### config.mk
export PLATFORM = sky130hd
export DESIGN_NAME = iq_saturator
export DESIGN_NICKNAME = d
export VERILOG_FILES = /design/src/source/ddc_pkg.sv /design/src/source/iq_saturator.sv
export VERILOG_INCLUDE_DIRS = /design/src /design/src/source
export SDC_FILE = /design/constraint.sdc
export NUM_CORES = 1
export LEC_CHECK = 0
export BUFFER_PORTS_ARGS = -buffer_cell sky130_fd_sc_hd__buf_4
export CAP_MARGIN = 0
export CORE_ASPECT_RATIO = 1.5
export CORE_MARGIN = 2
export CORE_UTILIZATION = 41
export DETAILED_ROUTE_END_ITERATION = 10
export PLACE_DENSITY_LB_ADDON = 0.15
export SYNTH_ARGS = -nofsm -noshare
export SYNTH_HDL_FRONTEND = slang
export SYNTH_SLANG_ARGS = --single-unit
### constraint.sdc
create_clock -name i_clock -period 2.6 [get_ports i_clock]
set_input_delay 0.39 -clock i_clock [delete_from_list [all_inputs] [get_ports i_clock]]
set_output_delay 0.39 -clock i_clock [all_outputs]
set_load 0.01 [all_outputs]
### src/source/ddc_cfg.svh
`ifndef DDC_CFG_SVH
`define DDC_CFG_SVH

// Sample width of each rail
`define DDC_WIDTH       16

// CIC decimation rate and stage count
`define DDC_CIC_RATE    32
`define DDC_CIC_STAGES  3

// Register growth through the CIC, stages times log2 of the rate
`define DDC_CIC_GROWTH  (`DDC_CIC_STAGES * $clog2(`DDC_CIC_RATE))

// FIR accumulator headroom and coefficient fraction bits
`define DDC_FIR_GUARD   20
`define DDC_FIR_FRAC    16

// Rounded FIR result, one bit wider than the accumulator minus fraction
`define DDC_WIDE_WIDTH  (`DDC_WIDTH + 18 + `DDC_FIR_GUARD - `DDC_FIR_FRAC + 2)

`endif

### src/source/ddc_pkg.sv
`default_nettype none

`include "ddc_cfg.svh"

package ddc_pkg;

    // One complex sample at the rail width
    typedef struct packed {
        logic signed [`DDC_WIDTH-1:0] inph;
        logic signed [`DDC_WIDTH-1:0] quad;
    } iq_sample_t;

    // Rounded FIR output before clamping
    typedef struct packed {
        logic signed [`DDC_WIDE_WIDTH-1:0] inph;
        logic signed [`DDC_WIDE_WIDTH-1:0] quad;
    } iq_wide_t;

    // Clamp direction per rail
    typedef struct packed {
        logic inph_pos;
        logic inph_neg;
        logic quad_pos;
        logic quad_neg;
    } iq_oflow_t;

endpackage : ddc_pkg

`default_nettype wire

### src/source/iq_saturator.sv
`timescale 1ns/1ps
`default_nettype none

`include "ddc_cfg.svh"

module iq_saturator (
    input  wire logic              i_clock,
    input  wire logic              i_reset,
    input  wire ddc_pkg::iq_wide_t i_result,
    input  wire logic              i_valid,
    output ddc_pkg::iq_sample_t    o_sample,
    output ddc_pkg::iq_oflow_t     o_oflow,
    output logic                   o_valid
);
    import ddc_pkg::*;

    localparam int W      = `DDC_WIDTH;
    localparam int WIDE_W = `DDC_WIDE_WIDTH;
    localparam int RAILS  = 2;

    logic signed [WIDE_W-1:0] rail_in  [RAILS];
    logic signed [W-1:0]      rail_out [RAILS];
    logic [RAILS-1:0]         rail_pos;
    logic [RAILS-1:0]         rail_neg;
    iq_sample_t               sample_next;
    iq_oflow_t                oflow_next;

    assign rail_in[0] = i_result.inph;
    assign rail_in[1] = i_result.quad;

    // Upper bits must all match the output sign bit
    always_comb begin
        for (int r = 0; r < RAILS; r++) begin
            if ((&rail_in[r][WIDE_W-1:W-1]) || !(|rail_in[r][WIDE_W-1:W-1])) begin
                rail_out[r] = rail_in[r][W-1:0];
                rail_pos[r] = 1'b0;
                rail_neg[r] = 1'b0;
            end else if (rail_in[r][WIDE_W-1]) begin
                rail_out[r] = {1'b1, {(W-1){1'b0}}};
                rail_pos[r] = 1'b0;
                rail_neg[r] = 1'b1;
            end else begin
                rail_out[r] = {1'b0, {(W-1){1'b1}}};
                rail_pos[r] = 1'b1;
                rail_neg[r] = 1'b0;
            end
        end
    end

    assign sample_next = '{inph: rail_out[0], quad: rail_out[1]};
    assign oflow_next  = '{inph_pos: rail_pos[0], inph_neg: rail_neg[0],
                           quad_pos: rail_pos[1], quad_neg: rail_neg[1]};

    always_ff @(posedge i_clock) begin
        if (i_reset) begin
            o_sample <= '0;
            o_oflow  <= '0;
            o_valid  <= 1'b0;
        end else begin
            o_valid <= i_valid;
            if (i_valid) begin
                o_sample <= sample_next;
                o_oflow  <= oflow_next;
            end
        end
    end

endmodule : iq_saturator

`default_nettype wire

==> results of run 1 <==
-- how the worst max path moves through the flow --
stage	end
after floorplan	o_sample[10]$_SDFFE_PP0P_
after global placement	o_sample[25]$_SDFFE_PP0P_
after detailed placement	o_sample[17]$_SDFFE_PP0P_
after CTS	o_sample[14]$_SDFFE_PP0P_
after global routing	o_sample[17]$_SDFFE_PP0P_
final	o_sample[14]$_SDFFE_PP0P_
-- Yosys cell counts (4+ instances only) --
master    count  area, µm²
a21oi_1       4       20.0
nand2b_1      4       25.0
nor2_1       64        240
clkbuf_1      8       30.0
a211oi_2     20        250
nand3_1       6       30.0
nor4_1       12       75.1
nor3_1        4       20.0
dfxtp_1      37        741
a211oi_1     10       75.1
nand4_1      12       75.1
-- power by group --
group          switching, mW  total (mW)  internal (mW)
Clock                  0.191       0.470          0.279
Combinational          0.120       0.281          0.161
Sequential            0.0196       0.625          0.605
Total                  0.331        1.38           1.05
-- state kept, by name, summed over array words and instances (netlist names) --
| name | cells |
|---|---|
| o_sample | 32 |
| o_valid | 1 |
| o_oflow | 4 |
-- cell families after synthesis --
family / count (synthesis)
AND/OR/NAND/NOR: 107
buffers and inverters: 13
AO/OA/AOI/OAI: 38
flip-flops: 37
multiplexers: 2
-- worst register-to-register path: stages (launching register included) --
cell	delay, ps
dfxtp_1	330
nor2_1	40
a211oi_1	240
-- per-layer routing --
metal / wire length, µm / GRT usage / vias up
li1: - / - / 943
met1: 1810 / 0.219 / 867
met3: 433 / 0.0636 / 2
met4: 18 / 0.0550 / 0
met5: 0 / 0 / -
met2: 2400 / 0.368 / 85
-- stage by stage --
stage               instance area [µm²]  power, mW  instances
global placement                   2620      0.915        349
CTS                                2730       1.39        356
finish                             2730       1.38        356
detailed placement                 2620      0.921        349
floorplan                          1730      0.746        197
global route                       2730       1.44        356
-- final cells by class --
cell class	instances	share of cell area
Multi-Input combinational cell	147	0.339
Timing Repair Buffer	120	0.330
Tap cell	45	0.0207
Clock buffer	5	0.0252
Sequential cell	37	0.272
Clock inverter	2	0.0128
==> metrics.cfg, run 1 <==
[sta]
fin_ws_ps=904
fmax_mhz=590
setup_tns_ps=0
hold_viol_final=0
period_minus_slack_ps=1700
finalSetupViolations=0
hold_slack_ps=354
slew_headroom=0.438
fin_crit_sh=0.652
worst_slew_pin_slew_ps=843
final.setup_skew_ps=0
rsz0062_at_grt=no
slew_violations=0

[yosys]
avgSynthCellArea_um2=8.79
synth_edf_count=0
synth-xor-area-share=0
ys.flop_type=dfxtp_1
synth_cell_types=20
synth_fp_nets=280
synth_top_family_by_area=simple AND/OR/NAND/NOR gates
synth-simple-area-share=0.285
yosysWarnings=0
synth_compound_area_frac=0.237
ys_ff_latch=37
synth_async_sr_flop_share=0
netlist_area_um2=1730
ys_seq_area_frac=0.428
muxShareOfSynthArea=0.0116
netlist_instances=197
synthAdderAreaFrac=0

[setup_path]
crit_path_start=i_result[20]
crit_path_end_kind=register
worstPathMaxFanout=18
cp_num_buf_inv=1
crit_path_max_incr_delay_ps=390
worstPathRequired_ps=2790
critPathKind=primary input to register
r2r-start=o_sample[14]$_SDFFE_PP0P_
critPathSlowestCell=a31o_4
cp_cell_sequence=buf_4 -> nor4_1 -> nand4_1 -> a2bb2oi_2 -> a31o_4 -> a211oi_1
timing.rr.end=o_sample[14]$_SDFFE_PP0P_
arrival_ps=1880
cp.depth=6
startpoint_type=primary input
r2r_cells=2
rrSetupSlack_ps=1890
crit_family=compound AO/OA/AOI/OAI gates

[final_layout]
area_delta_synth_final_pct=57.4
final_util=0.683
antenna_cells=0
nets=394
fill_cells=358
layout_common_cells=buf_4 (120), nor2_1 (64), dfxtp_1 (37), a211oi_2 (20)
regArea_um2=741
final_common_cell=buf_4
multi_input_area_um2=925
drive_gt1_frac=0.486

[cts]
cts_made_buffers=5
cts.path.max_buffers=2
cts.sinks=37
clkTransAtPathRegs_ps=70
clk_latency_ps=280
htree_levels=2
cts_resized=0
cts_hold_buf=0
cts_tree=built
postCtsSetupBuffers=0
cts-root-buf=clkbuf_8

[drt]
ant_nets=0
drc=0
avgViaCountPerCell=5.33
drtPass1Iterations=4
drt_first_iter_violations=90
wl_um=4650
post_drt_wl_per_cell_um=13.1
vias=1897

[grt]
grt_pass1_vias=1903
gr-total-overflow=0
grt_pass1_wl_um=8000
grt_max_degree=56
grt_use_total=0.202
antenna_found_initial=0

[place]
post-place-ws_ps=596
dp_hpwl_um=3580
port_buffers=119
place_congestion=0.793

[worst_hold_path]
hold_end=o_oflow[2]$_SDFFE_PP0P_
hp-class=primary input to register
hold_depth=2
hp-start=i_reset

[die]
core_area_um2=3990
die_x_um=57.1
die_h_um=83.6
rows=28
pin_count=120
dieArea_um2=4770
start_util=0.434

[power_and_ir_drop]
irDropWorstVdd_uv=480
p_leak_nw=1.21
power_density_nw_per_um2=505

[run]
drv_cap=0

[status]
status=completed

No activity file was read; power rests on OpenSTA's default activity.
==> run 2: changes to the inputs <==
--- a/config.mk
+++ b/config.mk
@@ -10,7 +10,7 @@
 export CAP_MARGIN = 0
 export CORE_ASPECT_RATIO = 1.5
 export CORE_MARGIN = 2
-export CORE_UTILIZATION = 41
+export CORE_UTILIZATION = 37
 export DETAILED_ROUTE_END_ITERATION = 10
 export PLACE_DENSITY_LB_ADDON = 0.15
 export SYNTH_ARGS = -nofsm -noshare
==> constraint.sdc (replaced) <==
create_clock -name i_clock -period 1.4 [get_ports i_clock]
set_input_delay 0.21 -clock i_clock [delete_from_list [all_inputs] [get_ports i_clock]]
set_output_delay 0.21 -clock i_clock [all_outputs]
set_load 0.01 [all_outputs]
==> run 2 against run 1 <==
  * Core utilization shrank 3.3 points
  * Routed wire length grew 3.7%
  * Sequential cell count is the same
  * Sequential power grew 86%
  * Register-to-register slack lost 1200 ps
  * Critical path type unchanged
==> metrics.cfg, run 2 (same netlist as run 1, synthesis figures left out) <==
[drt]
vias=1926
avgViaCountPerCell=5.23
ant_nets=0
drc=0
drt_first_iter_violations=54
post_drt_wl_per_cell_um=13.1
drtPass1Iterations=4
wl_um=4830

[setup_path]
worstPathMaxFanout=15
arrival_ps=1480
critPathKind=primary input to register
worstPathRequired_ps=1600
crit_path_end_kind=register
startpoint_type=primary input

[final_layout]
layout_common_cells=buf_4 (127), nor2_1 (64), dfxtp_1 (37), a211oi_2 (20), nand4_1 (12)
area_delta_synth_final_pct=69.1
fin_area_um2=2930
drive_gt1_frac=0.538
nets=402
largest_register_ffs=32
largest_register=o_sample
top_regs=o_sample x32, o_oflow x4, o_valid x1
final_common_cell=buf_4
antenna_cells=0

[cts]
cts_hold_buf=0
htree_levels=2
cts.sinks=37
clkTransAtPathRegs_ps=70
cts_made_buffers=5
cts_resized=0
cts.path.max_buffers=2
cts-root-buf=clkbuf_8
postCtsSetupBuffers=0
clk_latency_ps=280
cts_tree=built

[place]
place_congestion=0.736
port_buffers=119
dpl_cell_area_um2=2830
dp_hpwl_um=3800

[die]
core_area_um2=4500
start_util=0.384
rows=30
die_x_um=59.9
die_h_um=87.8
pin_count=120
dieArea_um2=5250

[sta]
rsz0062_at_grt=no
slew_headroom=0.763
final.setup_skew_ps=0
worst_slew_pin_slew_ps=353
fin_crit_sh=0.917
setup_tns_ps=0
finalSetupViolations=0
fmax_mhz=779
hold_viol_final=0
period_minus_slack_ps=1280
slew_violations=0

[grt]
use_met3=0.0665
grt_use_total=0.194
met2_usage=0.336
antenna_found_initial=0
gr-total-overflow=0
grt_pass1_vias=1886
grt_max_degree=29
grt.busiest_layer=met2
grt_pass1_wl_um=8030
gr-usage-met1=0.219

[run]
drv_cap=0

[worst_hold_path]
hp-class=primary input to register

[power_and_ir_drop]
irDropWorstVdd_uv=672
p_leak_nw=1.27
power_density_nw_per_um2=853

[status]
status=completed

-- run 2: final cells by class --
cell class | count | area, µm²
well taps | 48 | 60.1
repair buffers | 128 | 973
flip-flops and latches | 37 | 741
fillers | 400 | 1580
clock buffers | 6 | 82.6
multi-input cells | 147 | 1060
clock inverters | 2 | 13.8
-- run 2: path summary, 6_finish.rpt --
check	from	end	slack [ps]	depth (start not counted)
worst max-delay path	i_result[57]	o_sample[20]$_SDFFE_PP0P_	120	6
worst min-delay path	i_reset	o_oflow[3]$_SDFFE_PP0P_	170	2
worst max register to register	o_sample[20]$_SDFFE_PP0P_	o_sample[20]$_SDFFE_PP0P_	710	2
worst min register to register	o_oflow[1]$_SDFFE_PP0P_	o_oflow[1]$_SDFFE_PP0P_	480	2
-- run 2: per-stage QoR --
step	power (mW)	hold slack, ps	setup WS (ps)	util	instances
finish	2.50	174	116	0.650	368
global route	2.63	173	19.8	0.650	368
CTS	2.54	166	96.1	0.650	368
detailed placement	1.75	472	-207	0.629	360
global placement	1.74	461	-152	0.629	360
floorplan	1.40	357	-11.0	-	197
-- run 2: report_power, final --
part / internal [mW] / total [mW] / switching [mW] / leakage [nW]
sequential: 1.12 / 1.16 / 0.0355 / 0.307
combinational: 0.318 / 0.562 / 0.244 / 0.910
clock: 0.399 / 0.776 / 0.377 / 0.0512
total: 1.84 / 2.50 / 0.657 / 1.27
-- run 2: critical path: stages --
cell and delay, ps:
buf_4 120, nor4_4 250, nand4_1 190, a2bb2oi_4 190, a31o_4 320, a211oi_1 200
-- run 2: metal layers --
layer,wire (µm),vias to the layer above
met5,0,-
met4,90,0
met3,462,8
met2,2410,87
met1,1870,870
li1,-,961
