$ cat config.mk
export PLATFORM = sky130hd
export DESIGN_NAME = cic_compfir
export DESIGN_NICKNAME = d
export VERILOG_FILES = /design/src/source/ddc_pkg.sv /design/src/source/cic_compfir.sv
export VERILOG_INCLUDE_DIRS = /design/src /design/src/source
export SDC_FILE = /design/constraint.sdc
export NUM_CORES = 2
export LEC_CHECK = 0
export BUFFER_PORTS_ARGS = -buffer_cell sky130_fd_sc_hd__buf_2
export CORE_ASPECT_RATIO = 0.8
export CORE_MARGIN = 1.5
export CORE_UTILIZATION = 45
export DETAILED_ROUTE_END_ITERATION = 8
export HOLD_SLACK_MARGIN = 0.1
export REMOVE_ABC_BUFFERS = 1
export SLEW_MARGIN = 20
export SYNTH_ARGS = -nofsm -noshare
export SYNTH_HDL_FRONTEND = slang
export SYNTH_SLANG_ARGS = --single-unit
$ cat constraint.sdc
create_clock -name i_clock -period 44.8 [get_ports i_clock]
set_input_delay 6.72 -clock i_clock [delete_from_list [all_inputs] [get_ports i_clock]]
set_output_delay 6.72 -clock i_clock [all_outputs]
set_load 0.005 [all_outputs]
$ cat src/source/ddc_cfg.svh
`ifndef DDC_CFG_SVH
`define DDC_CFG_SVH

// Sample width of each rail
`define DDC_WIDTH       16

// CIC decimation rate and stage count
`define DDC_CIC_RATE    32
`define DDC_CIC_STAGES  3

// Register growth through the CIC, stages times log2 of the rate
`define DDC_CIC_GROWTH  (`DDC_CIC_STAGES * $clog2(`DDC_CIC_RATE))

// FIR accumulator headroom and coefficient fraction bits
`define DDC_FIR_GUARD   20
`define DDC_FIR_FRAC    16

// Rounded FIR result, one bit wider than the accumulator minus fraction
`define DDC_WIDE_WIDTH  (`DDC_WIDTH + 18 + `DDC_FIR_GUARD - `DDC_FIR_FRAC + 2)

`endif

$ cat src/source/ddc_pkg.sv
`default_nettype none

`include "ddc_cfg.svh"

package ddc_pkg;

    // One complex sample at the rail width
    typedef struct packed {
        logic signed [`DDC_WIDTH-1:0] inph;
        logic signed [`DDC_WIDTH-1:0] quad;
    } iq_sample_t;

    // Rounded FIR output before clamping
    typedef struct packed {
        logic signed [`DDC_WIDE_WIDTH-1:0] inph;
        logic signed [`DDC_WIDE_WIDTH-1:0] quad;
    } iq_wide_t;

    // Clamp direction per rail
    typedef struct packed {
        logic inph_pos;
        logic inph_neg;
        logic quad_pos;
        logic quad_neg;
    } iq_oflow_t;

endpackage : ddc_pkg

`default_nettype wire

$ cat src/source/cic_compfir.sv
`timescale 1ns/1ps
`default_nettype none

`include "ddc_cfg.svh"

module cic_compfir (
    input  wire logic                i_clock,
    input  wire logic                i_reset,
    input  wire ddc_pkg::iq_sample_t i_sample,
    input  wire logic                i_valid,
    output logic                     o_ready,
    output ddc_pkg::iq_wide_t        o_result,
    output logic                     o_valid
);
    import ddc_pkg::*;

    localparam int W      = `DDC_WIDTH;
    localparam int FRAC   = `DDC_FIR_FRAC;
    localparam int WIDE_W = `DDC_WIDE_WIDTH;
    localparam int HALF   = 16;
    localparam int TAPS   = 2 * HALF + 1;
    localparam int CNT_W  = $clog2(HALF);
    localparam int COEF_W = 18;
    localparam int PROD_W = W + 1 + COEF_W;
    localparam int ACC_W  = WIDE_W + FRAC - 1;
    localparam int RAILS  = 2;

    logic signed [W-1:0] rail_in [RAILS];
    logic [CNT_W-1:0]    count;
    logic                active;
    logic                accept;
    logic                mac_start;
    logic                mac_last;
    logic [2:0]          start_dly;
    logic [3:0]          last_dly;

    assign rail_in[0] = i_sample.inph;
    assign rail_in[1] = i_sample.quad;

    assign accept   = i_valid && o_ready;
    assign mac_last = active && (count == '0);

    // Busy for HALF cycles, one tap pair per cycle
    always_ff @(posedge i_clock) begin
        if (i_reset) begin
            count     <= '0;
            active    <= 1'b0;
            o_ready   <= 1'b0;
            mac_start <= 1'b0;
        end else begin
            mac_start <= accept;
            if (accept) begin
                count   <= CNT_W'(HALF - 1);
                active  <= 1'b1;
                o_ready <= 1'b0;
            end else if (mac_last) begin
                active  <= 1'b0;
                o_ready <= 1'b1;
            end else if (active) begin
                count <= count - 1'b1;
            end else begin
                o_ready <= 1'b1;
            end
        end
    end

    always_ff @(posedge i_clock) begin
        if (i_reset) begin
            start_dly <= '0;
            last_dly  <= '0;
        end else begin
            start_dly <= {start_dly[1:0], mac_start};
            last_dly  <= {last_dly[2:0], mac_last};
        end
    end

    // Tap delay line, newest sample at index 0
    logic signed [W-1:0] tdl [RAILS][TAPS];

    always_ff @(posedge i_clock) begin
        if (i_reset) begin
            for (int r = 0; r < RAILS; r++) begin
                for (int t = 0; t < TAPS; t++) begin
                    tdl[r][t] <= '0;
                end
            end
        end else if (accept) begin
            for (int r = 0; r < RAILS; r++) begin
                tdl[r][0] <= rail_in[r];
                for (int t = 1; t < TAPS; t++) begin
                    tdl[r][t] <= tdl[r][t-1];
                end
            end
        end
    end

    // Coefficients in Q2.16, outer pair first
    logic signed [COEF_W-1:0] coef_reg0;

    always_ff @(posedge i_clock) begin
        case (count)
            4'd15:   coef_reg0 <= 18'sd163;
            4'd14:   coef_reg0 <= -18'sd629;
            4'd13:   coef_reg0 <= -18'sd223;
            4'd12:   coef_reg0 <= 18'sd2447;
            4'd11:   coef_reg0 <= -18'sd2564;
            4'd10:   coef_reg0 <= -18'sd3222;
            4'd9:    coef_reg0 <= 18'sd9836;
            4'd8:    coef_reg0 <= -18'sd4201;
            4'd7:    coef_reg0 <= -18'sd15254;
            4'd6:    coef_reg0 <= 18'sd23990;
            4'd5:    coef_reg0 <= 18'sd3427;
            4'd4:    coef_reg0 <= -18'sd44842;
            4'd3:    coef_reg0 <= 18'sd35095;
            4'd2:    coef_reg0 <= 18'sd42736;
            4'd1:    coef_reg0 <= -18'sd87836;
            default: coef_reg0 <= -18'sd8075;
        endcase
    end

    logic signed [W-1:0] lhs_reg0    [RAILS];
    logic signed [W-1:0] rhs_reg0    [RAILS];
    logic signed [W-1:0] centre_reg0 [RAILS];

    always_ff @(posedge i_clock) begin
        for (int r = 0; r < RAILS; r++) begin
            lhs_reg0[r] <= tdl[r][HALF - 1 - int'(count)];
            rhs_reg0[r] <= tdl[r][HALF + 1 + int'(count)];
            // Centre tap kept until the final add
            if (mac_last) begin
                centre_reg0[r] <= tdl[r][HALF];
            end
        end
    end

    // Preadd, multiply, accumulate
    logic signed [W:0]        pre_reg1  [RAILS];
    logic signed [COEF_W-1:0] coef_reg1;
    logic signed [PROD_W-1:0] prod_reg2 [RAILS];
    logic signed [ACC_W-1:0]  acc_reg3  [RAILS];

    always_ff @(posedge i_clock) begin
        coef_reg1 <= coef_reg0;
        for (int r = 0; r < RAILS; r++) begin
            pre_reg1[r]  <= (W+1)'(lhs_reg0[r]) + (W+1)'(rhs_reg0[r]);
            prod_reg2[r] <= pre_reg1[r] * coef_reg1;
            if (start_dly[2]) begin
                acc_reg3[r] <= ACC_W'(prod_reg2[r]);
            end else begin
                acc_reg3[r] <= acc_reg3[r] + ACC_W'(prod_reg2[r]);
            end
        end
    end

    // Centre tap at weight 1.0
    logic signed [ACC_W-1:0] sum_reg4 [RAILS];
    logic                    valid_reg4;

    always_ff @(posedge i_clock) begin
        if (last_dly[3]) begin
            for (int r = 0; r < RAILS; r++) begin
                sum_reg4[r] <= acc_reg3[r] + (ACC_W'(centre_reg0[r]) <<< FRAC);
            end
        end
    end

    always_ff @(posedge i_clock) begin
        if (i_reset) begin
            valid_reg4 <= 1'b0;
        end else begin
            valid_reg4 <= last_dly[3];
        end
    end

    // Convergent rounding, ties go to the even neighbour
    logic signed [WIDE_W-1:0] trunc    [RAILS];
    logic [RAILS-1:0]         round_up;
    iq_wide_t                 rounded;

    always_comb begin
        for (int r = 0; r < RAILS; r++) begin
            trunc[r]    = {sum_reg4[r][ACC_W-1], sum_reg4[r][ACC_W-1:FRAC]};
            round_up[r] = sum_reg4[r][FRAC-1]
                          && ((|sum_reg4[r][FRAC-2:0]) || sum_reg4[r][FRAC]);
        end
    end

    assign rounded = '{
        inph: trunc[0] + WIDE_W'(round_up[0]),
        quad: trunc[1] + WIDE_W'(round_up[1])
    };

    always_ff @(posedge i_clock) begin
        o_result <= rounded;
    end

    always_ff @(posedge i_clock) begin
        if (i_reset) begin
            o_valid <= 1'b0;
        end else begin
            o_valid <= valid_reg4;
        end
    end

endmodule : cic_compfir

`default_nettype wire

==> reports/qor.txt <==
RSZ-0062 raised after global routing -> false
Compound-Gate Fraction of Synth Area -> 5.82%
Number of port buffers -> 116
Cell Area, Synth -> 99700 sq um
Post-DRT Antenna Nets -> 0
CTS Buf Count -> 180
Initial Util -> 45.3%
Setup TNS -> 0 ps
Area growth syn-to-layout -> 9.29%
Worst EP required -> 45280 ps
# Post-CTS Setup Buffers -> 0
Slew of the pin with the lowest slew margin -> 1080 ps
Cells after synthesis -> 8051
CTS tree -> done
Global route total overflow -> 0
Hold Path Cell Cnt -> 0
Share of layout cells above drive strength 1 -> 12.1%
Hold Vio Cnt, Final -> 0
Largest family of logic cells by synthesized area -> adder cells
Met1 wire length -> 106000 um
Die footprint -> 224000 sq um
Crit share post-route -> 23.9%
H-tree depth -> 4
Worst setup SP type -> primary input
I/O pins -> 117
Worst skew pair latency -> 880 ps
Highest-count cells in the layout ignoring fill and taps -> and2_1 (1386), edfxtp_1 (1198), inv_1 (743), fa_1 (628), nand2_1 (533)
CP max FO -> 78
Largest net degree at the start of global routing -> 249
Post-synth ARST share -> 0%
Post-synth top area share -> 36.1%
GR Util All Layers -> 20.2%
Leading area contributor after synthesis -> edfxtp_1
Post-synthesis mux area share -> 11.3%
Core Rows -> 154
Drt total wl -> 224000 um
CP arrival -> 11190 ps
Nets -> 9083
Final critical-path required period -> 10700 ps
FILL cells -> 19171
Avg WL per Cell -> 20.1 um
Unique masters post-synth -> 85
WL met2 -> 96900 um
Synth top area cells -> edfxtp_1 (36%), fa_1 (13%), mux4_2 (11%), and2_1 (8.7%), dfxtp_1 (8.2%)
Top FF cell, synth -> edfxtp_1
Final HPWL DP -> 150000 um
Clock skew -> 69.4 ps
DR vias/cell -> 5.49
Setup CP Type -> in -> reg
Yosys reg bits -> 1608
Post-Synth Adder-Cell Area -> 17.7%
EDFF count, synth -> 1198
Synth Area in Simple Gates -> 13.8%
Resize count post-CTS -> 0
Global-route wire length before repair -> 358000 um
Die Wd -> 529 um
Ys Warns -> 0
Clock Tree Root -> clkbuf_16
Hold WC Path Type -> reg -> reg
Seq/Total Area, Yosys -> 44.3%
Routed vias -> 61070
Die height -> 424 um
Pins over their slew limit -> 0
Vias in the first global route -> 62375
Routed met3 length -> 15200 um
Initial antenna violation count -> 22
Top sig layer -> met5
Clock transition at the registers of the reported paths -> 60 ps
Endpoint class of the critical path -> flip-flop
Worst rel slew slack -> 28.3%
DRC violations left -> 0
# hold bufs at CTS -> 0
Clk sinks -> 1608
Most common cell after layout, fill and taps aside -> and2_1
Max-cap viol count -> 0
Status -> finished, final reports clean
1st-pass router iterations -> 6
Final Wtd Congestion -> 0.840
Final setup violation count -> 0
Worst reg-to-reg path cell count -> 22
Fmax -> 0.0934 GHz
CTS max path bufs -> 4
Initial DRC count -> 5259
XOR/XNOR Fraction of Synth Area -> 2.78%
Mapped Avg Cell Area -> 12.4 sq um
Core ar. -> 220000 sq um
==> area by class of cell <==
class                   count  area, sq um  area share (%)
well taps                2964         3710            3.40
clock inverters            87          811           0.744
flip-flops and latches   1608        44200            40.6
clock buffers             237         4990            4.58
repair buffers            177         1120            1.03
diodes                      3         7.51         0.00689
multi-input cells        5304        51300            47.1
inverters                 745         2810            2.57
==> metal layers <==
layer	track usage (%)	vias to the layer above
met5	0	-
met4	5.78	4
met3	3.85	340
met2	29.8	1675
met1	30.3	31064
li1	-	27987
==> metrics by stage <==
step	worst slack, ps	hold slack, ps	std cells	cell area [sq um]	util, %
final	34100	286	11125	109000	49.5
after floorplan	11330	310	7657	98200	-
after CTS	34120	284	11122	109000	49.5
after detailed placement	33170	312	10798	103000	46.8
after global routing	33780	294	11123	109000	49.5
after global placement	33300	310	10798	103000	46.8
==> critical path, cell delays in order <==
cell	delay, ps
buf_2	240
nand2b_4	790
buf_4	900
buf_4	590
buf_4	810
buf_4	880
==> cell usage after synthesis, drive strengths merged (9+ instances only) <==
cell type / count
nand3: 86
and3: 35
mux4: 480
ha: 404
inv: 745
nor4: 17
or3: 13
o31ai: 21
edfxtp: 1198
nor3: 63
o21a: 43
mux2i: 36
buf: 57
o21ai: 275
a211oi: 24
nand2b: 39
nor2b: 38
o211ai: 25
xnor2: 226
xor2: 90
fa: 628
a21oi: 243
a21o: 128
nor2: 199
and2: 1386
clkbuf: 337
and4: 20
a31oi: 29
nand2: 533
a41oi: 9
dfxtp: 410
o21bai: 31
a21boi: 11
nand4: 50
==> flip-flops by register name, indices dropped and copies added (netlist names), 3 cells and up <==
signal and cells:
tdl 1056, lhs_reg0 32, o_result 80, prod_reg2 70
coef_reg1 18, pre_reg1 34, count 4, sum_reg4 110
acc_reg3 110, centre_reg0 32, last_dly 4, start_dly 3
rhs_reg0 32, coef_reg0 18
==> cells by family (layout without fill, tap and decap cells) <==
group | Yosys count | in the layout
buffers and inverters | 1139 | 1246
other | 0 | 3
and+or+nand+nor | 2506 | 2506
xor gates and xnor gates | 316 | 316
adders and majority gates | 1032 | 1032
DFF | 1608 | 1608
muxes | 524 | 524
AOI/OAI and AO/OA | 926 | 926
==> final timing paths <==
check / from / end / slack, ps
worst max-delay path: i_reset / tdl[0][410] / 34100
worst min-delay path: coef_reg0[15] / coef_reg1[15] / 290
worst max register to register: pre_reg1[0][6] / prod_reg2[0][31] / 37430
worst min register to register: coef_reg0[15] / coef_reg1[15] / 290
Power is left out: the tool's default activity adds up to more than one toggle a clock period on the data nets, which glitch-free logic cannot reach.
