$ cat src/source/ddc_cfg.svh
`ifndef DDC_CFG_SVH
`define DDC_CFG_SVH

// Sample width of each rail
`define DDC_WIDTH       16

// CIC decimation rate and stage count
`define DDC_CIC_RATE    32
`define DDC_CIC_STAGES  3

// Register growth through the CIC, stages times log2 of the rate
`define DDC_CIC_GROWTH  (`DDC_CIC_STAGES * $clog2(`DDC_CIC_RATE))

// FIR accumulator headroom and coefficient fraction bits
`define DDC_FIR_GUARD   20
`define DDC_FIR_FRAC    16

// Rounded FIR result, one bit wider than the accumulator minus fraction
`define DDC_WIDE_WIDTH  (`DDC_WIDTH + 18 + `DDC_FIR_GUARD - `DDC_FIR_FRAC + 2)

`endif

$ cat src/source/ddc_pkg.sv
`default_nettype none

`include "ddc_cfg.svh"

package ddc_pkg;

    // One complex sample at the rail width
    typedef struct packed {
        logic signed [`DDC_WIDTH-1:0] inph;
        logic signed [`DDC_WIDTH-1:0] quad;
    } iq_sample_t;

    // Rounded FIR output before clamping
    typedef struct packed {
        logic signed [`DDC_WIDE_WIDTH-1:0] inph;
        logic signed [`DDC_WIDE_WIDTH-1:0] quad;
    } iq_wide_t;

    // Clamp direction per rail
    typedef struct packed {
        logic inph_pos;
        logic inph_neg;
        logic quad_pos;
        logic quad_neg;
    } iq_oflow_t;

endpackage : ddc_pkg

`default_nettype wire

$ cat src/source/cic_decimator.sv
`timescale 1ns/1ps
`default_nettype none

`include "ddc_cfg.svh"

module cic_decimator (
    input  wire logic                i_clock,
    input  wire logic                i_reset,
    input  wire ddc_pkg::iq_sample_t i_sample,
    input  wire logic                i_valid,
    input  wire logic                i_ready,
    output ddc_pkg::iq_sample_t      o_sample,
    output logic                     o_valid
);
    import ddc_pkg::*;

    localparam int W      = `DDC_WIDTH;
    localparam int GROWTH = `DDC_CIC_GROWTH;
    localparam int STAGES = `DDC_CIC_STAGES;
    localparam int RATE   = `DDC_CIC_RATE;
    localparam int ACC_W  = W + GROWTH;
    localparam int PH_W   = $clog2(RATE);
    localparam int RAILS  = 2;

    localparam logic [PH_W-1:0] PHASE_LAST = PH_W'(RATE - 1);

    logic signed [W-1:0]     rail_in  [RAILS];
    logic signed [ACC_W-1:0] integ    [RAILS][STAGES];
    logic signed [ACC_W-1:0] comb_dly [RAILS][STAGES];
    logic signed [ACC_W-1:0] comb_tap [RAILS][STAGES+1];
    logic signed [ACC_W-1:0] comb_out [RAILS];
    logic [PH_W-1:0]         phase;
    logic                    dump_integ;
    logic                    dump_comb;
    iq_sample_t              scaled;

    assign rail_in[0] = i_sample.inph;
    assign rail_in[1] = i_sample.quad;

    // Every RATE-th strobe hands the integrator state to the combs
    always_ff @(posedge i_clock) begin
        if (i_reset) begin
            phase      <= '0;
            dump_integ <= 1'b0;
        end else begin
            dump_integ <= 1'b0;
            if (i_valid) begin
                if (phase == PHASE_LAST) begin
                    phase      <= '0;
                    dump_integ <= 1'b1;
                end else begin
                    phase <= phase + 1'b1;
                end
            end
        end
    end

    // Integrators wrap; the combs undo the overflow
    always_ff @(posedge i_clock) begin
        if (i_reset) begin
            for (int r = 0; r < RAILS; r++) begin
                for (int s = 0; s < STAGES; s++) begin
                    integ[r][s] <= '0;
                end
            end
        end else if (i_valid) begin
            for (int r = 0; r < RAILS; r++) begin
                integ[r][0] <= integ[r][0] + ACC_W'(rail_in[r]);
                for (int s = 1; s < STAGES; s++) begin
                    integ[r][s] <= integ[r][s] + integ[r][s-1];
                end
            end
        end
    end

    // Comb chain, differential delay of one decimated sample
    always_comb begin
        for (int r = 0; r < RAILS; r++) begin
            comb_tap[r][0] = integ[r][STAGES-1];
            for (int s = 0; s < STAGES; s++) begin
                comb_tap[r][s+1] = comb_tap[r][s] - comb_dly[r][s];
            end
        end
    end

    always_ff @(posedge i_clock) begin
        if (i_reset) begin
            dump_comb <= 1'b0;
            for (int r = 0; r < RAILS; r++) begin
                for (int s = 0; s < STAGES; s++) begin
                    comb_dly[r][s] <= '0;
                end
            end
        end else begin
            dump_comb <= dump_integ;
            if (dump_integ) begin
                for (int r = 0; r < RAILS; r++) begin
                    for (int s = 0; s < STAGES; s++) begin
                        comb_dly[r][s] <= comb_tap[r][s];
                    end
                end
            end
        end
    end

    always_ff @(posedge i_clock) begin
        if (dump_integ) begin
            for (int r = 0; r < RAILS; r++) begin
                comb_out[r] <= comb_tap[r][STAGES];
            end
        end
    end

    // Drop the growth bits for unit DC gain
    assign scaled = '{inph: comb_out[0][ACC_W-1:GROWTH], quad: comb_out[1][ACC_W-1:GROWTH]};

    // Sample is held until the FIR takes it
    always_ff @(posedge i_clock) begin
        if (i_reset) begin
            o_valid <= 1'b0;
        end else if (dump_comb) begin
            o_valid <= 1'b1;
        end else if (o_valid && i_ready) begin
            o_valid <= 1'b0;
        end
    end

    always_ff @(posedge i_clock) begin
        if (dump_comb) begin
            o_sample <= scaled;
        end
    end

endmodule : cic_decimator

`default_nettype wire

$ cat config.mk
export PLATFORM = sky130hd
export DESIGN_NAME = cic_decimator
export DESIGN_NICKNAME = d
export VERILOG_FILES = /design/src/source/ddc_pkg.sv /design/src/source/cic_decimator.sv
export VERILOG_INCLUDE_DIRS = /design/src /design/src/source
export SDC_FILE = /design/constraint.sdc
export NUM_CORES = 1
export LEC_CHECK = 0
export BUFFER_PORTS_ARGS = -buffer_cell sky130_fd_sc_hd__clkbuf_2
export CAP_MARGIN = 25
export CORE_ASPECT_RATIO = 0.9
export CORE_UTILIZATION = 45
export DETAILED_ROUTE_END_ITERATION = 10
export PLACE_DENSITY = 0.63
export SLEW_MARGIN = 20
export SYNTH_ARGS = -nofsm -noshare
export SYNTH_HDL_FRONTEND = slang
export SYNTH_SLANG_ARGS = --single-unit
$ cat constraint.sdc
create_clock -name i_clock -period 6.95 [get_ports i_clock]
set_input_delay 0.695 -clock i_clock [delete_from_list [all_inputs] [get_ports i_clock]]
set_output_delay 0.695 -clock i_clock [all_outputs]
set_load 0.01 [all_outputs]
==> Implementation_results.wiki <==
{| class="wikitable"
! Metric !! Value
|-
| Element type at the critical path end || flop
|-
| Final critical-path share of the clock period || 92.8%
|-
| Result of the run || finished, final reports clean
|-
| Final Max Slew Viols || 0
|-
| Fmax || 155 MHz
|-
| Number of global-route vias before repair || 21600
|-
| Number of cells traversed by the worst hold path || 4
|-
| Finish-stage setup viols || 0
|-
| Fraction of final layout cells with drive strength greater than 1 || 6.44%
|-
| Number of library cell types mapped by synthesis || 82
|-
| Per-cell routed wire length || 14.2 um
|-
| Pre-CTS setup slack || 340 ps
|-
| Worst path max stage delay || 480 ps
|-
| Number of buffers on the longest clock path || 3
|-
| Count of flip-flops with a built-in enable after synthesis || 436
|-
| Final wirelength || 63100 um
|-
| Largest fanout of any net on the critical path || 6
|-
| Mapped Avg Cell Area || 9.70 sq um
|-
| Classification of the worst-slack hold path || input port to flop
|-
| Number of cells on the worst reg-to-reg path || 28
|-
| Proportion of netlist area held by the largest area contributor || 39.9%
|-
| Number of design-rule violations left by the first detailed-router iteration || 1183
|-
| Gate count after technology mapping || 3381
|-
| Area growth, synth to finish || 10.3%
|-
| Initial Utilization || 45.7%
|-
| Setup slack of the most critical reg-to-reg path || 500 ps
|-
| Mapped Nets || 3787
|-
| Antenna violations before repair || 1
|-
| Boundary Pins || 69
|-
| TritonCTS buffer count || 52
|-
| Sort of element at the start of the critical path || flop
|-
| Data required time at the worst endpoint || 7280 ps
|-
| Worst setup margin || 497 ps
|-
| Clock H-tree levels || 2
|-
| Worst skew pair latency || 600 ps
|-
| Cell Count, Final, Fillers Out || 4443
|-
| Peak supply drop || 0.190 mV
|-
| Maximum number of pins on one net before global-route repair || 152
|-
| TritonCTS clock tree || built
|-
| Post-synthesis register bit count || 444
|-
| Worst hold-check slack || 392 ps
|-
| GRT Total Usage || 17.0%
|-
| Critical path class || flop to flop
|-
| Worst R2R End || comb_out[0][61]
|-
| Sink count of the clock tree || 444
|-
| Startpoint of the most critical hold path || i_ready
|-
| Worst setup path startpoint || integ[1][1]
|-
| Endpoint of the worst hold path || o_valid
|-
| Placed Area || 34200 sq um
|-
| Port Buffer Count || 68
|-
| Vias per std cell || 5.29
|-
| Met1 layer wirelength in the final routing || 35000 um
|-
| Total grt overflow || 0
|-
| Highest-delay cell along the critical path || sky130_fd_sc_hd__o31ai_1
|-
| Clock period minus worst slack || 6450 ps
|-
| Leakage power || 15.6 nW
|-
| Top FF cell, synth || sky130_fd_sc_hd__edfxtp_1
|-
| Sequential element share of the synthesized area || 40.4%
|-
| Final weighted congestion of routability-driven global placement || 0.861
|-
| Fraction of synthesis flops using an asynchronous set or reset pin || 0%
|-
| Largest cells by area after synthesis || sky130_fd_sc_hd__edfxtp_1 40%, sky130_fd_sc_hd__ha_1 14%, sky130_fd_sc_hd__a21oi_1 4.2%
|-
| Final count of hold timing violations || 0
|-
| Worst-case clock skew || 21.3 ps
|-
| Amount of wire on met2 after detailed routing || 24500 um
|-
| Final standard cell area without fillers || 36200 sq um
|-
| Arrival time reported for the critical path endpoint || 6780 ps
|-
| Area of the placeable core || 71800 sq um
|-
| Pwr/cell area || 314 nW/um^2
|-
| Tightest Pin Transition || 909 ps
|-
| HPWL after detailed placement || 46300 um
|-
| Cell type with the largest total area after synthesis || sky130_fd_sc_hd__edfxtp_1
|-
| Number of warnings issued by yosys || 0
|-
| Setup TNS || 0 ps
|-
| Placed insts || 4347
|-
| Start of the worst register-to-register path || integ[1][1]
|-
| Residual DRC || 0
|-
| Via count || 23500
|-
| Uppermost metal layer occupied by signal nets || met5
|-
| Count of max-cap constraint violations || 0
|-
| Post-CTS clock slew at the launch and capture registers of the worst setup and hold paths || 60 ps
|-
| Critical path's most frequent cell || sky130_fd_sc_hd__a21oi_1
|-
| Netlist area before placement || 32800 sq um
|-
| Antenna cells || 0
|-
| Total Power Consumption || 11.4 mW
|-
| Relative slew margins || 39.4%
|-
| Die outline width || 287 um
|-
| Final Core Density || 50.4%
|-
| Floorplan row count || 93
|-
| Number of iterations in the first detailed-routing pass || 5
|-
| Root buf cell || sky130_fd_sc_hd__clkbuf_16
|-
| Number of routed nets with antenna violations || 0
|-
| DIE HEIGHT || 258 um
|-
| Global-route wire length before repair || 106000 um
|-
| Number of nets in the layout || 3858
|-
| Detailed-routed wire length on met3 || 2380 um
|-
| Die area || 74000 sq um
|}
==> logic make-up (layout without fill, tap and decap cells) <==
| kind of cell | Yosys count | after routing | synth area share (%) |
|---|---|---|---|
| AO/OA/AOI/OAI | 909 | 909 | 18.2 |
| multiplexers | 28 | 28 | 0.858 |
| buffers and inverters | 347 | 459 | 3.98 |
| adder cells (fa/ha/maj) | 370 | 370 | 14.3 |
| AND/OR/NAND/NOR | 1062 | 1062 | 16.3 |
| flip-flops | 444 | 444 | 40.4 |
| XOR/XNOR | 221 | 221 | 5.95 |
==> report_power, final <==
part / total, mW / internal (mW) / switching, mW
logic: 4.86 / 2.13 / 2.74
registers: 3.42 / 3.27 / 0.144
clock network: 3.09 / 1.94 / 1.15
==> cell usage after synthesis (8+ instances only) <==
cell type and number:
sky130_fd_sc_hd__nor3_1 88, sky130_fd_sc_hd__or2_2 14, sky130_fd_sc_hd__o311ai_0 9, sky130_fd_sc_hd__a21boi_0 17, sky130_fd_sc_hd__a211o_1 12, sky130_fd_sc_hd__o31ai_1 11
sky130_fd_sc_hd__a21o_1 147, sky130_fd_sc_hd__dfxtp_1 8, sky130_fd_sc_hd__a211oi_1 28, sky130_fd_sc_hd__and2_1 185, sky130_fd_sc_hd__a31oi_1 36, sky130_fd_sc_hd__inv_1 286
sky130_fd_sc_hd__clkbuf_1 57, sky130_fd_sc_hd__and4_1 9, sky130_fd_sc_hd__a21oi_1 272, sky130_fd_sc_hd__o211ai_1 24, sky130_fd_sc_hd__a41oi_1 11, sky130_fd_sc_hd__o21ai_0 146
sky130_fd_sc_hd__nor4_1 10, sky130_fd_sc_hd__nand2_1 200, sky130_fd_sc_hd__mux2i_1 27, sky130_fd_sc_hd__edfxtp_1 436, sky130_fd_sc_hd__nand2b_1 52, sky130_fd_sc_hd__a31o_2 15
sky130_fd_sc_hd__fa_1 10, sky130_fd_sc_hd__nor3b_1 22, sky130_fd_sc_hd__o21a_1 66, sky130_fd_sc_hd__xor2_1 87, sky130_fd_sc_hd__xnor2_1 133, sky130_fd_sc_hd__nor2b_1 41
sky130_fd_sc_hd__nand4_1 34, sky130_fd_sc_hd__ha_1 360, sky130_fd_sc_hd__nor2_1 278, sky130_fd_sc_hd__or3_1 16, sky130_fd_sc_hd__nand3_1 66, sky130_fd_sc_hd__and3_1 26
sky130_fd_sc_hd__o2111ai_1 11, sky130_fd_sc_hd__o21bai_1 25
==> routing by layer <==
metal  GRT usage (%)  vias to the layer above
met5               0                        -
li1                -                    12500
met1            26.9                    10600
met2            24.0                      310
met4            4.00                        2
met3            2.51                       79
==> placed cells by master, fill, tap and decap left out, types with 11 or more instances in the layout <==
master                        n
sky130_fd_sc_hd__nand2b_1    51
sky130_fd_sc_hd__ha_1       360
sky130_fd_sc_hd__a31oi_1     36
sky130_fd_sc_hd__nor3b_1     22
sky130_fd_sc_hd__nor2b_1     40
sky130_fd_sc_hd__a21oi_1    271
sky130_fd_sc_hd__o21bai_1    25
sky130_fd_sc_hd__bufinv_16   14
sky130_fd_sc_hd__clkbuf_16   53
sky130_fd_sc_hd__nand4_1     34
sky130_fd_sc_hd__a211o_1     12
sky130_fd_sc_hd__a211oi_1    27
sky130_fd_sc_hd__o21ai_0    146
sky130_fd_sc_hd__a31o_2      15
sky130_fd_sc_hd__o211ai_1    24
sky130_fd_sc_hd__o2111ai_1   11
sky130_fd_sc_hd__o21a_1      66
sky130_fd_sc_hd__or3_1       16
sky130_fd_sc_hd__or2_2       12
sky130_fd_sc_hd__nand3_1     66
sky130_fd_sc_hd__a21o_1     147
sky130_fd_sc_hd__xor2_1      87
sky130_fd_sc_hd__nand2_1    200
sky130_fd_sc_hd__and2_1     185
sky130_fd_sc_hd__inv_1      285
sky130_fd_sc_hd__xnor2_1    133
sky130_fd_sc_hd__a21boi_0    16
sky130_fd_sc_hd__and3_1      26
sky130_fd_sc_hd__clkbuf_2    68
sky130_fd_sc_hd__nor2_1     278
sky130_fd_sc_hd__mux2i_1     27
sky130_fd_sc_hd__nor3_1      88
sky130_fd_sc_hd__edfxtp_1   436
==> worst max-delay path, delay by kind of cell, from the launching register on <==
family / cells / cell delay [ps]
fa+ha+maj: 3 / 960
flops: 1 / 460
compound gates: 17 / 3450
simple gates: 5 / 630
xor+xnor: 3 / 670
==> worst max path at each step <==
| stage | slack, ps | cells past startpoint | to |
|---|---|---|---|
| floorplan | 1070 | 26 | comb_out[0][61] |
| global placement | 490 | 26 | comb_out[0][61] |
| detailed placement | 340 | 31 | comb_out[0][30] |
| CTS | 310 | 31 | comb_out[0][30] |
| global route | -10 | 28 | comb_out[0][61] |
| finish | 500 | 28 | comb_out[0][61] |
==> sequential cells by signal, indices dropped and copies added (netlist names) <==
name and cells:
dump_integ 1, integ 186, o_valid 1, phase 5, comb_out 32, comb_dly 186
o_sample 32, dump_comb 1
==> final cells by class <==
type	count	area, sq um
fillers	6547	35600
multi-input cells	2590	18300
flip-flops and latches	444	13300
clock buffers	59	1380
well taps	950	1190
inverters	286	1080
clock inverters	36	546
repair buffers	78	440
==> repair_timing <==
item	4_1_cts	5_1_grt
resized for setup	0	9
buffers inserted	0	1
endpoints found under the setup margin	0	6
hold buffers	0	0
(Power assumes the default switching activity.)
